### src/source/cpu_pkg.sv
`default_nettype none

package cpu_pkg;

    // data and address word.
    typedef logic [31:0] word_t;

    // architectural register index.
    typedef logic [4:0] reg_addr_t;

    // major opcode field, instr[6:0].
    typedef logic [6:0] opcode_t;

    // the three major opcodes the core executes.
    localparam opcode_t OPC_OP     = 7'b0110011;
    localparam opcode_t OPC_OP_IMM = 7'b0010011;
    localparam opcode_t OPC_LUI    = 7'b0110111;

    // alu operation select.
    // ALU_PASS_B forwards the second operand, used by lui.
    typedef enum logic [3:0] {
        ALU_ADD    = 4'd0,
        ALU_SUB    = 4'd1,
        ALU_AND    = 4'd2,
        ALU_OR     = 4'd3,
        ALU_XOR    = 4'd4,
        ALU_SLL    = 4'd5,
        ALU_SRL    = 4'd6,
        ALU_SRA    = 4'd7,
        ALU_SLT    = 4'd8,
        ALU_SLTU   = 4'd9,
        ALU_PASS_B = 4'd10
    } alu_op_e;

endpackage

`default_nettype wire

### src/source/fetch_stage.sv
`timescale 1ns/1ps
`default_nettype none

module fetch_stage #(
    parameter cpu_pkg::word_t RESET_PC = '0
) (
    input  wire                  clk,
    input  wire                  rstn,
    input  wire                  instr_valid,
    input  wire cpu_pkg::word_t  instr,
    output logic                 f_valid,
    output cpu_pkg::word_t       f_pc,
    output cpu_pkg::word_t       f_instr
);

    // pc of the next accepted instruction.
    cpu_pkg::word_t pc;

    always_ff @(posedge clk or negedge rstn) begin
        if (!rstn) begin
            pc      <= RESET_PC;
            f_valid <= 1'b0;
        end else begin
            f_valid <= instr_valid;
            // only accepted instructions move the pc.
            if (instr_valid) begin
                pc <= pc + 32'd4;
            end
        end
    end

    // payload of the fetch register.
    always_ff @(posedge clk) begin
        if (instr_valid) begin
            f_pc    <= pc;
            f_instr <= instr;
        end
    end

endmodule

`default_nettype wire

### src/source/decoder.sv
`timescale 1ns/1ps
`default_nettype none

module decoder (
    input  wire cpu_pkg::word_t  f_instr,
    output cpu_pkg::reg_addr_t   rs1,
    output cpu_pkg::reg_addr_t   rs2,
    output cpu_pkg::reg_addr_t   rd,
    output cpu_pkg::word_t       imm,
    output logic                 use_imm,
    output cpu_pkg::alu_op_e     alu_op,
    output logic                 writes_rd
);

    cpu_pkg::opcode_t opcode;
    logic [2:0]       funct3;
    logic             funct7_alt;
    logic             supported;

    // funct3 map shared by OP and OP-IMM.
    // sub only exists in the register form.
    function automatic cpu_pkg::alu_op_e alu_sel(input logic [2:0] f3,
                                                 input logic alt,
                                                 input logic reg_form);
        cpu_pkg::alu_op_e op;
        case (f3)
            3'b000:  op = (alt && reg_form) ? cpu_pkg::ALU_SUB : cpu_pkg::ALU_ADD;
            3'b001:  op = cpu_pkg::ALU_SLL;
            3'b010:  op = cpu_pkg::ALU_SLT;
            3'b011:  op = cpu_pkg::ALU_SLTU;
            3'b100:  op = cpu_pkg::ALU_XOR;
            3'b101:  op = alt ? cpu_pkg::ALU_SRA : cpu_pkg::ALU_SRL;
            3'b110:  op = cpu_pkg::ALU_OR;
            default: op = cpu_pkg::ALU_AND;
        endcase
        return op;
    endfunction

    assign opcode     = f_instr[6:0];
    assign funct3     = f_instr[14:12];
    // bit 30 separates sub from add and sra from srl.
    assign funct7_alt = f_instr[30];

    assign rs1 = f_instr[19:15];
    assign rs2 = f_instr[24:20];
    assign rd  = f_instr[11:7];

    always_comb begin
        imm       = '0;
        use_imm   = 1'b0;
        alu_op    = cpu_pkg::ALU_ADD;
        supported = 1'b0;
        case (opcode)
            cpu_pkg::OPC_OP: begin
                alu_op    = alu_sel(funct3, funct7_alt, 1'b1);
                supported = 1'b1;
            end
            cpu_pkg::OPC_OP_IMM: begin
                // i-type immediate, sign extended.
                // shift forms keep funct7 in the upper bits, the alu ignores them.
                imm       = {{20{f_instr[31]}}, f_instr[31:20]};
                use_imm   = 1'b1;
                alu_op    = alu_sel(funct3, funct7_alt, 1'b0);
                supported = 1'b1;
            end
            cpu_pkg::OPC_LUI: begin
                imm       = {f_instr[31:12], 12'b0};
                use_imm   = 1'b1;
                alu_op    = cpu_pkg::ALU_PASS_B;
                supported = 1'b1;
            end
            default: begin
                // anything else retires as a no-op.
                supported = 1'b0;
            end
        endcase
    end

    assign writes_rd = supported && (rd != '0);

endmodule

`default_nettype wire

### src/source/register_file.sv
`timescale 1ns/1ps
`default_nettype none

module register_file (
    input  wire                      clk,
    input  wire                      rstn,
    input  wire cpu_pkg::reg_addr_t  rs1,
    input  wire cpu_pkg::reg_addr_t  rs2,
    output cpu_pkg::word_t           rs1_data,
    output cpu_pkg::word_t           rs2_data,
    input  wire                      wr_en,
    input  wire cpu_pkg::reg_addr_t  wr_addr,
    input  wire cpu_pkg::word_t      wr_data
);

    // x1..x31, x0 has no storage.
    cpu_pkg::word_t regs [1:31];

    always_ff @(posedge clk or negedge rstn) begin
        if (!rstn) begin
            for (int i = 1; i < 32; i++) begin
                regs[i] <= '0;
            end
        end else if (wr_en && (wr_addr != '0)) begin
            regs[wr_addr] <= wr_data;
        end
    end

    // asynchronous read, x0 reads zero.
    assign rs1_data = (rs1 == '0) ? '0 : regs[rs1];
    assign rs2_data = (rs2 == '0) ? '0 : regs[rs2];

    // the decoder never lets an rd of x0 reach the write port.
    a_no_x0_write: assert property (
        @(posedge clk) disable iff (!rstn) wr_en |-> (wr_addr != '0)
    ) else $error("register write to x0");

endmodule

`default_nettype wire

### src/source/dispatch_stage.sv
`timescale 1ns/1ps
`default_nettype none

module dispatch_stage (
    input  wire                      clk,
    input  wire                      rstn,
    input  wire                      f_valid,
    input  wire cpu_pkg::word_t      f_pc,
    input  wire cpu_pkg::reg_addr_t  rs1,
    input  wire cpu_pkg::reg_addr_t  rs2,
    input  wire cpu_pkg::reg_addr_t  rd,
    input  wire cpu_pkg::word_t      imm,
    input  wire                      use_imm,
    input  wire cpu_pkg::alu_op_e    alu_op,
    input  wire                      writes_rd,
    input  wire cpu_pkg::word_t      rs1_data,
    input  wire cpu_pkg::word_t      rs2_data,
    input  wire cpu_pkg::word_t      alu_result,
    input  wire                      retire_valid,
    input  wire                      retire_write,
    input  wire cpu_pkg::reg_addr_t  retire_rd,
    input  wire cpu_pkg::word_t      retire_data,
    output logic                     d_valid,
    output cpu_pkg::word_t           d_pc,
    output cpu_pkg::reg_addr_t       d_rd,
    output logic                     d_write,
    output cpu_pkg::alu_op_e         d_alu_op,
    output cpu_pkg::word_t           d_a,
    output cpu_pkg::word_t           d_b
);

    cpu_pkg::word_t op_a;
    cpu_pkg::word_t op_b;

    // youngest producer wins: alu, then completion register, then regfile.
    function automatic cpu_pkg::word_t fwd_operand(input cpu_pkg::reg_addr_t src,
                                                   input cpu_pkg::word_t rf_data);
        cpu_pkg::word_t value;
        if (src == '0) begin
            value = '0;
        end else if (d_valid && d_write && (d_rd == src)) begin
            value = alu_result;
        end else if (retire_valid && retire_write && (retire_rd == src)) begin
            value = retire_data;
        end else begin
            value = rf_data;
        end
        return value;
    endfunction

    always_comb begin
        op_a = fwd_operand(rs1, rs1_data);
        op_b = use_imm ? imm : fwd_operand(rs2, rs2_data);
    end

    always_ff @(posedge clk or negedge rstn) begin
        if (!rstn) begin
            d_valid <= 1'b0;
            d_write <= 1'b0;
        end else begin
            d_valid <= f_valid;
            d_write <= f_valid && writes_rd;
        end
    end

    always_ff @(posedge clk) begin
        d_pc     <= f_pc;
        d_rd     <= rd;
        d_alu_op <= alu_op;
        d_a      <= op_a;
        d_b      <= op_b;
    end

endmodule

`default_nettype wire

### src/source/alu.sv
`timescale 1ns/1ps
`default_nettype none

module alu (
    input  wire cpu_pkg::word_t    d_a,
    input  wire cpu_pkg::word_t    d_b,
    input  wire cpu_pkg::alu_op_e  d_alu_op,
    output cpu_pkg::word_t         alu_result
);

    // shifts use the low five bits only.
    logic [4:0] shamt;

    assign shamt = d_b[4:0];

    always_comb begin
        case (d_alu_op)
            cpu_pkg::ALU_ADD:    alu_result = d_a + d_b;
            cpu_pkg::ALU_SUB:    alu_result = d_a - d_b;
            cpu_pkg::ALU_AND:    alu_result = d_a & d_b;
            cpu_pkg::ALU_OR:     alu_result = d_a | d_b;
            cpu_pkg::ALU_XOR:    alu_result = d_a ^ d_b;
            cpu_pkg::ALU_SLL:    alu_result = d_a << shamt;
            cpu_pkg::ALU_SRL:    alu_result = d_a >> shamt;
            cpu_pkg::ALU_SRA:    alu_result = $unsigned($signed(d_a) >>> shamt);
            cpu_pkg::ALU_SLT: begin
                alu_result = {31'b0, $signed(d_a) < $signed(d_b)};
            end
            cpu_pkg::ALU_SLTU: begin
                alu_result = {31'b0, d_a < d_b};
            end
            cpu_pkg::ALU_PASS_B: alu_result = d_b;
            // spare encodings.
            default:             alu_result = '0;
        endcase
    end

endmodule

`default_nettype wire

### src/source/complete_stage.sv
`timescale 1ns/1ps
`default_nettype none

module complete_stage (
    input  wire                      clk,
    input  wire                      rstn,
    input  wire                      d_valid,
    input  wire cpu_pkg::word_t      d_pc,
    input  wire cpu_pkg::reg_addr_t  d_rd,
    input  wire                      d_write,
    input  wire cpu_pkg::word_t      alu_result,
    output logic                     retire_valid,
    output cpu_pkg::word_t           retire_pc,
    output logic                     retire_write,
    output cpu_pkg::reg_addr_t       retire_rd,
    output cpu_pkg::word_t           retire_data
);

    always_ff @(posedge clk or negedge rstn) begin
        if (!rstn) begin
            retire_valid <= 1'b0;
            retire_write <= 1'b0;
        end else begin
            retire_valid <= d_valid;
            retire_write <= d_write;
        end
    end

    // doubles as the register file write port and the forward source.
    always_ff @(posedge clk) begin
        retire_pc   <= d_pc;
        retire_rd   <= d_rd;
        retire_data <= alu_result;
    end

    // dispatch only raises d_write for a valid instruction.
    a_write_needs_valid: assert property (
        @(posedge clk) disable iff (!rstn) retire_write |-> retire_valid
    ) else $error("retire_write without retire_valid");

endmodule

`default_nettype wire

### src/source/cpu_core.sv
`timescale 1ns/1ps
`default_nettype none

module cpu_core #(
    parameter cpu_pkg::word_t RESET_PC = '0
) (
    input  wire                  clk,
    input  wire                  rstn,
    input  wire                  instr_valid,
    input  wire cpu_pkg::word_t  instr,
    output logic                 retire_valid,
    output cpu_pkg::word_t       retire_pc,
    output logic                 retire_write,
    output cpu_pkg::reg_addr_t   retire_rd,
    output cpu_pkg::word_t       retire_data
);

    // fetch register.
    logic               f_valid;
    cpu_pkg::word_t     f_pc;
    cpu_pkg::word_t     f_instr;

    // decode outputs.
    cpu_pkg::reg_addr_t rs1;
    cpu_pkg::reg_addr_t rs2;
    cpu_pkg::reg_addr_t rd;
    cpu_pkg::word_t     imm;
    logic               use_imm;
    cpu_pkg::alu_op_e   alu_op;
    logic               writes_rd;
    cpu_pkg::word_t     rs1_data;
    cpu_pkg::word_t     rs2_data;

    // dispatch register and alu.
    logic               d_valid;
    cpu_pkg::word_t     d_pc;
    cpu_pkg::reg_addr_t d_rd;
    logic               d_write;
    cpu_pkg::alu_op_e   d_alu_op;
    cpu_pkg::word_t     d_a;
    cpu_pkg::word_t     d_b;
    cpu_pkg::word_t     alu_result;

    fetch_stage #(
        .RESET_PC (RESET_PC)
    ) fetch_stage_i (
        .clk         (clk),
        .rstn        (rstn),
        .instr_valid (instr_valid),
        .instr       (instr),
        .f_valid     (f_valid),
        .f_pc        (f_pc),
        .f_instr     (f_instr)
    );

    decoder decoder_i (
        .f_instr   (f_instr),
        .rs1       (rs1),
        .rs2       (rs2),
        .rd        (rd),
        .imm       (imm),
        .use_imm   (use_imm),
        .alu_op    (alu_op),
        .writes_rd (writes_rd)
    );

    // written straight from the completion register.
    register_file register_file_i (
        .clk      (clk),
        .rstn     (rstn),
        .rs1      (rs1),
        .rs2      (rs2),
        .rs1_data (rs1_data),
        .rs2_data (rs2_data),
        .wr_en    (retire_write),
        .wr_addr  (retire_rd),
        .wr_data  (retire_data)
    );

    dispatch_stage dispatch_stage_i (
        .clk          (clk),
        .rstn         (rstn),
        .f_valid      (f_valid),
        .f_pc         (f_pc),
        .rs1          (rs1),
        .rs2          (rs2),
        .rd           (rd),
        .imm          (imm),
        .use_imm      (use_imm),
        .alu_op       (alu_op),
        .writes_rd    (writes_rd),
        .rs1_data     (rs1_data),
        .rs2_data     (rs2_data),
        .alu_result   (alu_result),
        .retire_valid (retire_valid),
        .retire_write (retire_write),
        .retire_rd    (retire_rd),
        .retire_data  (retire_data),
        .d_valid      (d_valid),
        .d_pc         (d_pc),
        .d_rd         (d_rd),
        .d_write      (d_write),
        .d_alu_op     (d_alu_op),
        .d_a          (d_a),
        .d_b          (d_b)
    );

    alu alu_i (
        .d_a        (d_a),
        .d_b        (d_b),
        .d_alu_op   (d_alu_op),
        .alu_result (alu_result)
    );

    complete_stage complete_stage_i (
        .clk          (clk),
        .rstn         (rstn),
        .d_valid      (d_valid),
        .d_pc         (d_pc),
        .d_rd         (d_rd),
        .d_write      (d_write),
        .alu_result   (alu_result),
        .retire_valid (retire_valid),
        .retire_pc    (retire_pc),
        .retire_write (retire_write),
        .retire_rd    (retire_rd),
        .retire_data  (retire_data)
    );

endmodule

`default_nettype wire

### config.mk
export PLATFORM = sky130hd
export DESIGN_NAME = cpu_core
export DESIGN_NICKNAME = d
export VERILOG_FILES = /design/src/source/cpu_pkg.sv /design/src/source/fetch_stage.sv /design/src/source/decoder.sv /design/src/source/register_file.sv /design/src/source/dispatch_stage.sv /design/src/source/alu.sv /design/src/source/complete_stage.sv /design/src/source/cpu_core.sv
export SDC_FILE = /design/constraint.sdc
export NUM_CORES = 2
export LEC_CHECK = 0
export BUFFER_PORTS_ARGS = -buffer_cell sky130_fd_sc_hd__buf_2
export CAP_MARGIN = 30
export CORE_AREA = 2 2 424 426
export DETAILED_ROUTE_END_ITERATION = 12
export DIE_AREA = 0 0 426 428
export GPL_TIMING_DRIVEN = 0
export PLACE_DENSITY = 0.54
export SYNTH_ARGS = -nofsm -noshare
export SYNTH_HDL_FRONTEND = slang
export SYNTH_SLANG_ARGS = --single-unit
### constraint.sdc
create_clock -name clk -period 4.1 [get_ports clk]
set_input_delay 0.41 -clock clk [delete_from_list [all_inputs] [get_ports clk]]
set_output_delay 0.41 -clock clk [all_outputs]
set_load 0.05 [all_outputs]
==> metrics.cfg <==
[status]
status = finished, violations left
violations = negative setup slack

[final_layout]
layout.cells.non_filler = 8180
n_fill_cell = 16072
syn2layout_area_growth_pct = 16.3
layout_commonest_cell = mux2_2
final_area_um2 = 82400
drive_gt1_share_pct = 42.2
final_cell_mix = 1074 x mux2_2, 1027 x dfrtp_1, 603 x mux4_2, 296 x clkbuf_1, 205 x nand2_1
fin_nets = 5844

[floorplan]
die_y_um = 428
io_pins = 106
die_x_um = 426
dieArea_um2 = 182000
start_util_pct = 39.9
rows = 155
design.core.area_um2 = 178000

[setup_path]
start_kind = register
critPathMaxFanout = 10
worst-setup-path-type = register to register
arrival_ps = 5050
worstSetupEndpointType = register
cp_data_required_time_ps = 4810

[synth]
avgSynthCellArea_um2 = 13.4
synth_top_flop_cell = dfrtp_1
yosys_register_bits = 1259
syn_inst = 5283
synth_edf_count = 62
synth_warnings = 0
ys_seq_area_share_pct = 43.7
synth.distinct_cells = 102
syn_area_um2 = 70800
postSynth.asyncResetShare_pct = 81.6

[clocking]
clockBufferDepth = 3
ctsHtreeMaxLevel = 4
ctsRootBufferMaster = clkbuf_16
cts_tree = yes
clock_latency_ps = 830
path_clk_slew_ps = 60
cts_num_sinks = 1259
cts_buffers = 146

[detailed_routing]
wl_um = 323000
wl_per_cell_um = 39.5
via_count = 54283
viasPerCell = 6.64
antenna_left = 0
drtIter0Drc = 6924
drc = 0
firstDrtPassIters = 9

[grt]
globalRouteOverflowTotal = 0
grt_pass1_vias = 53272
grt_use_total_pct = 35.2
antenna_found_initial = 13
grt_max_degree = 158
grt_pass1_wl_um = 442000

[placement]
placed_cells = 7878
dpl_cell_area_um2 = 76600
port-buffer-count = 103
finalWeightedCongestion = 1.01
place_hpwl_um = 239000

[power_and_ir_drop]
sequentialPowerShare_pct = 44.3
power_mw = 29.0
p_clk_share_pct = 45.0
p_leak_nw = 36.3
internal_power_mw = 21.0
p_comb_share_pct = 10.7
switching_share_pct = 27.6
powerDensity_nw_per_um2 = 352
switching_power_mw = 8.02
ir_drop_mv = 0.508

[sta]
max_freq_mhz = 230
timing.final.crit_share_pct = 106
whs_ps = 144
maxSlewHeadroom_pct = 22.8
finalHoldViolCount = 0
final.setup.worst_slack_ps = -240
fin_setup_tns_ps = -693
worstMarginPinSlew_ps = 1150
setup_viol = 8
slew_viol_final = 0
finalClockSkew_ps = 37.9
fin_crit_ps = 4340

[min_path]
hold_path_class = input pin to asynchronous set/reset pin

[flow_run]
max-cap-violations = 0

[worst max-delay path, cell delays in order, from the launching register on]
cell	delay (ps)
dfxtp_1	430
buf_2	240
clkbuf_1	450
nor2_1	270
nand2_1	400
o22ai_1	130
a221oi_1	820
o311ai_0	380
nor3_2	490
o21ai_1	310
o211a_1	290
[final cells by class]
| cell class | count | area [um^2] | area share, % |
|---|---|---|---|
| Multi-Input combinational cell | 3406 | 37800 | 45.9 |
| Sequential cell | 1259 | 31000 | 37.6 |
| Clock buffer | 210 | 4250 | 5.16 |
| Timing Repair Buffer | 279 | 3120 | 3.79 |
| Tap cell | 2355 | 2950 | 3.58 |
| Buffer | 509 | 2360 | 2.87 |
| Inverter | 108 | 420 | 0.510 |
| Clock inverter | 45 | 419 | 0.509 |
| Antenna cell | 9 | 22.5 | 0.0273 |
[registers in the layout (all words and copies together) (netlist names), 4 cells and up]
| signal | cells |
|---|---|
| dispatch_stage_i.d_pc | 30 |
| fetch_stage_i.pc | 30 |
| fetch_stage_i.f_instr | 32 |
| dispatch_stage_i.d_a | 32 |
| dispatch_stage_i.d_b | 32 |
| complete_stage_i.retire_data | 32 |
| fetch_stage_i.f_pc | 30 |
| complete_stage_i.retire_pc | 30 |
| dispatch_stage_i.d_rd | 5 |
| register_file_i.regs | 992 |
| complete_stage_i.retire_rd | 5 |
| dispatch_stage_i.d_alu_op | 4 |
[final timing paths]
path	to	cells past startpoint	from	slack, ps
worst max-delay path	dispatch_stage_i.d_a[18]	10	dispatch_stage_i.d_alu_op[1]	-240
worst min-delay path	register_file_i.regs[645]	2	rstn	140
max in group asynchronous	register_file_i.regs[82]	5	rstn	1680
worst min register to register	complete_stage_i.retire_pc[6]	0	dispatch_stage_i.d_pc[6]	310
worst max register to register	dispatch_stage_i.d_a[18]	10	dispatch_stage_i.d_alu_op[1]	-240
min in group clk	fetch_stage_i.f_instr[3]	2	instr[3]	300
[power by group through the flow]
stage | combinational [mW] | clock [mW] | sequential [mW]
2_1_floorplan | 1.28 | 0 | 13.1
3_3_place_gp | 2.80 | 0 | 13.1
3_5_place_dp | 2.94 | 0 | 13.1
4_1_cts | 3.02 | 13.2 | 12.9
5_1_grt | 3.16 | 13.7 | 12.9
6_report | 3.11 | 13.0 | 12.9
[layer usage]
metal	GRT usage, %	vias up	wire length [um]
li1	-	21215	-
met1	44.4	28704	121000
met2	52.8	3390	143000
met3	9.42	962	31700
met4	23.7	12	26600
met5	0.608	-	218
[per-stage QoR]
| stage | setup WS (ps) | util (%) |
|---|---|---|
| 5_1_grt | -3.05 | 46.3 |
| 4_1_cts | 5.83 | 46.2 |
| 3_3_place_gp | -20640 | 41.8 |
| 3_5_place_dp | -2210 | 43.1 |
| 2_1_floorplan | 305 | - |
| 6_report | -240 | 46.4 |
[Yosys cell counts, types with 81 or more instances]
library cell	count	share of area (%)
clkbuf_1	312	1.7
dfrtp_1	1027	36
mux4_2	603	19
o21ai_0	132	0.93
dfxtp_1	170	4.8
buf_1	92	0.49
mux2_2	1074	17
mux2i_1	143	2.0
nand2_1	205	1.1
a21oi_1	178	1.3
nor2_1	171	0.91
ha_1	98	1.7
inv_1	106	0.56
buf_2	81	0.57
[logic make-up (layout without fill, tap and decap cells)]
family	after synthesis	in the layout	share of synthesized area (%)
adder cells (fa/ha/maj)	100	100	1.79
flip-flops	1259	1259	43.7
other	1	11	0.00529
multiplexers	1820	1820	38.3
AO/OA/AOI/OAI	770	770	7.45
XOR/XNOR	61	61	0.754
buffers and inverters	619	1151	3.61
AND/OR/NAND/NOR	653	653	4.41
[what timing repair did]
item | in CTS | in global routing
hold endpoints to repair | 112 | 0
pin swaps | 9 | 10
resized for setup | 136 | 71
hold buffers | 34 | 0
setup endpoints to repair | 92 | 64
buffers inserted | 3 | 2
gates cloned | 0 | 0
(Power assumes the default switching activity.)
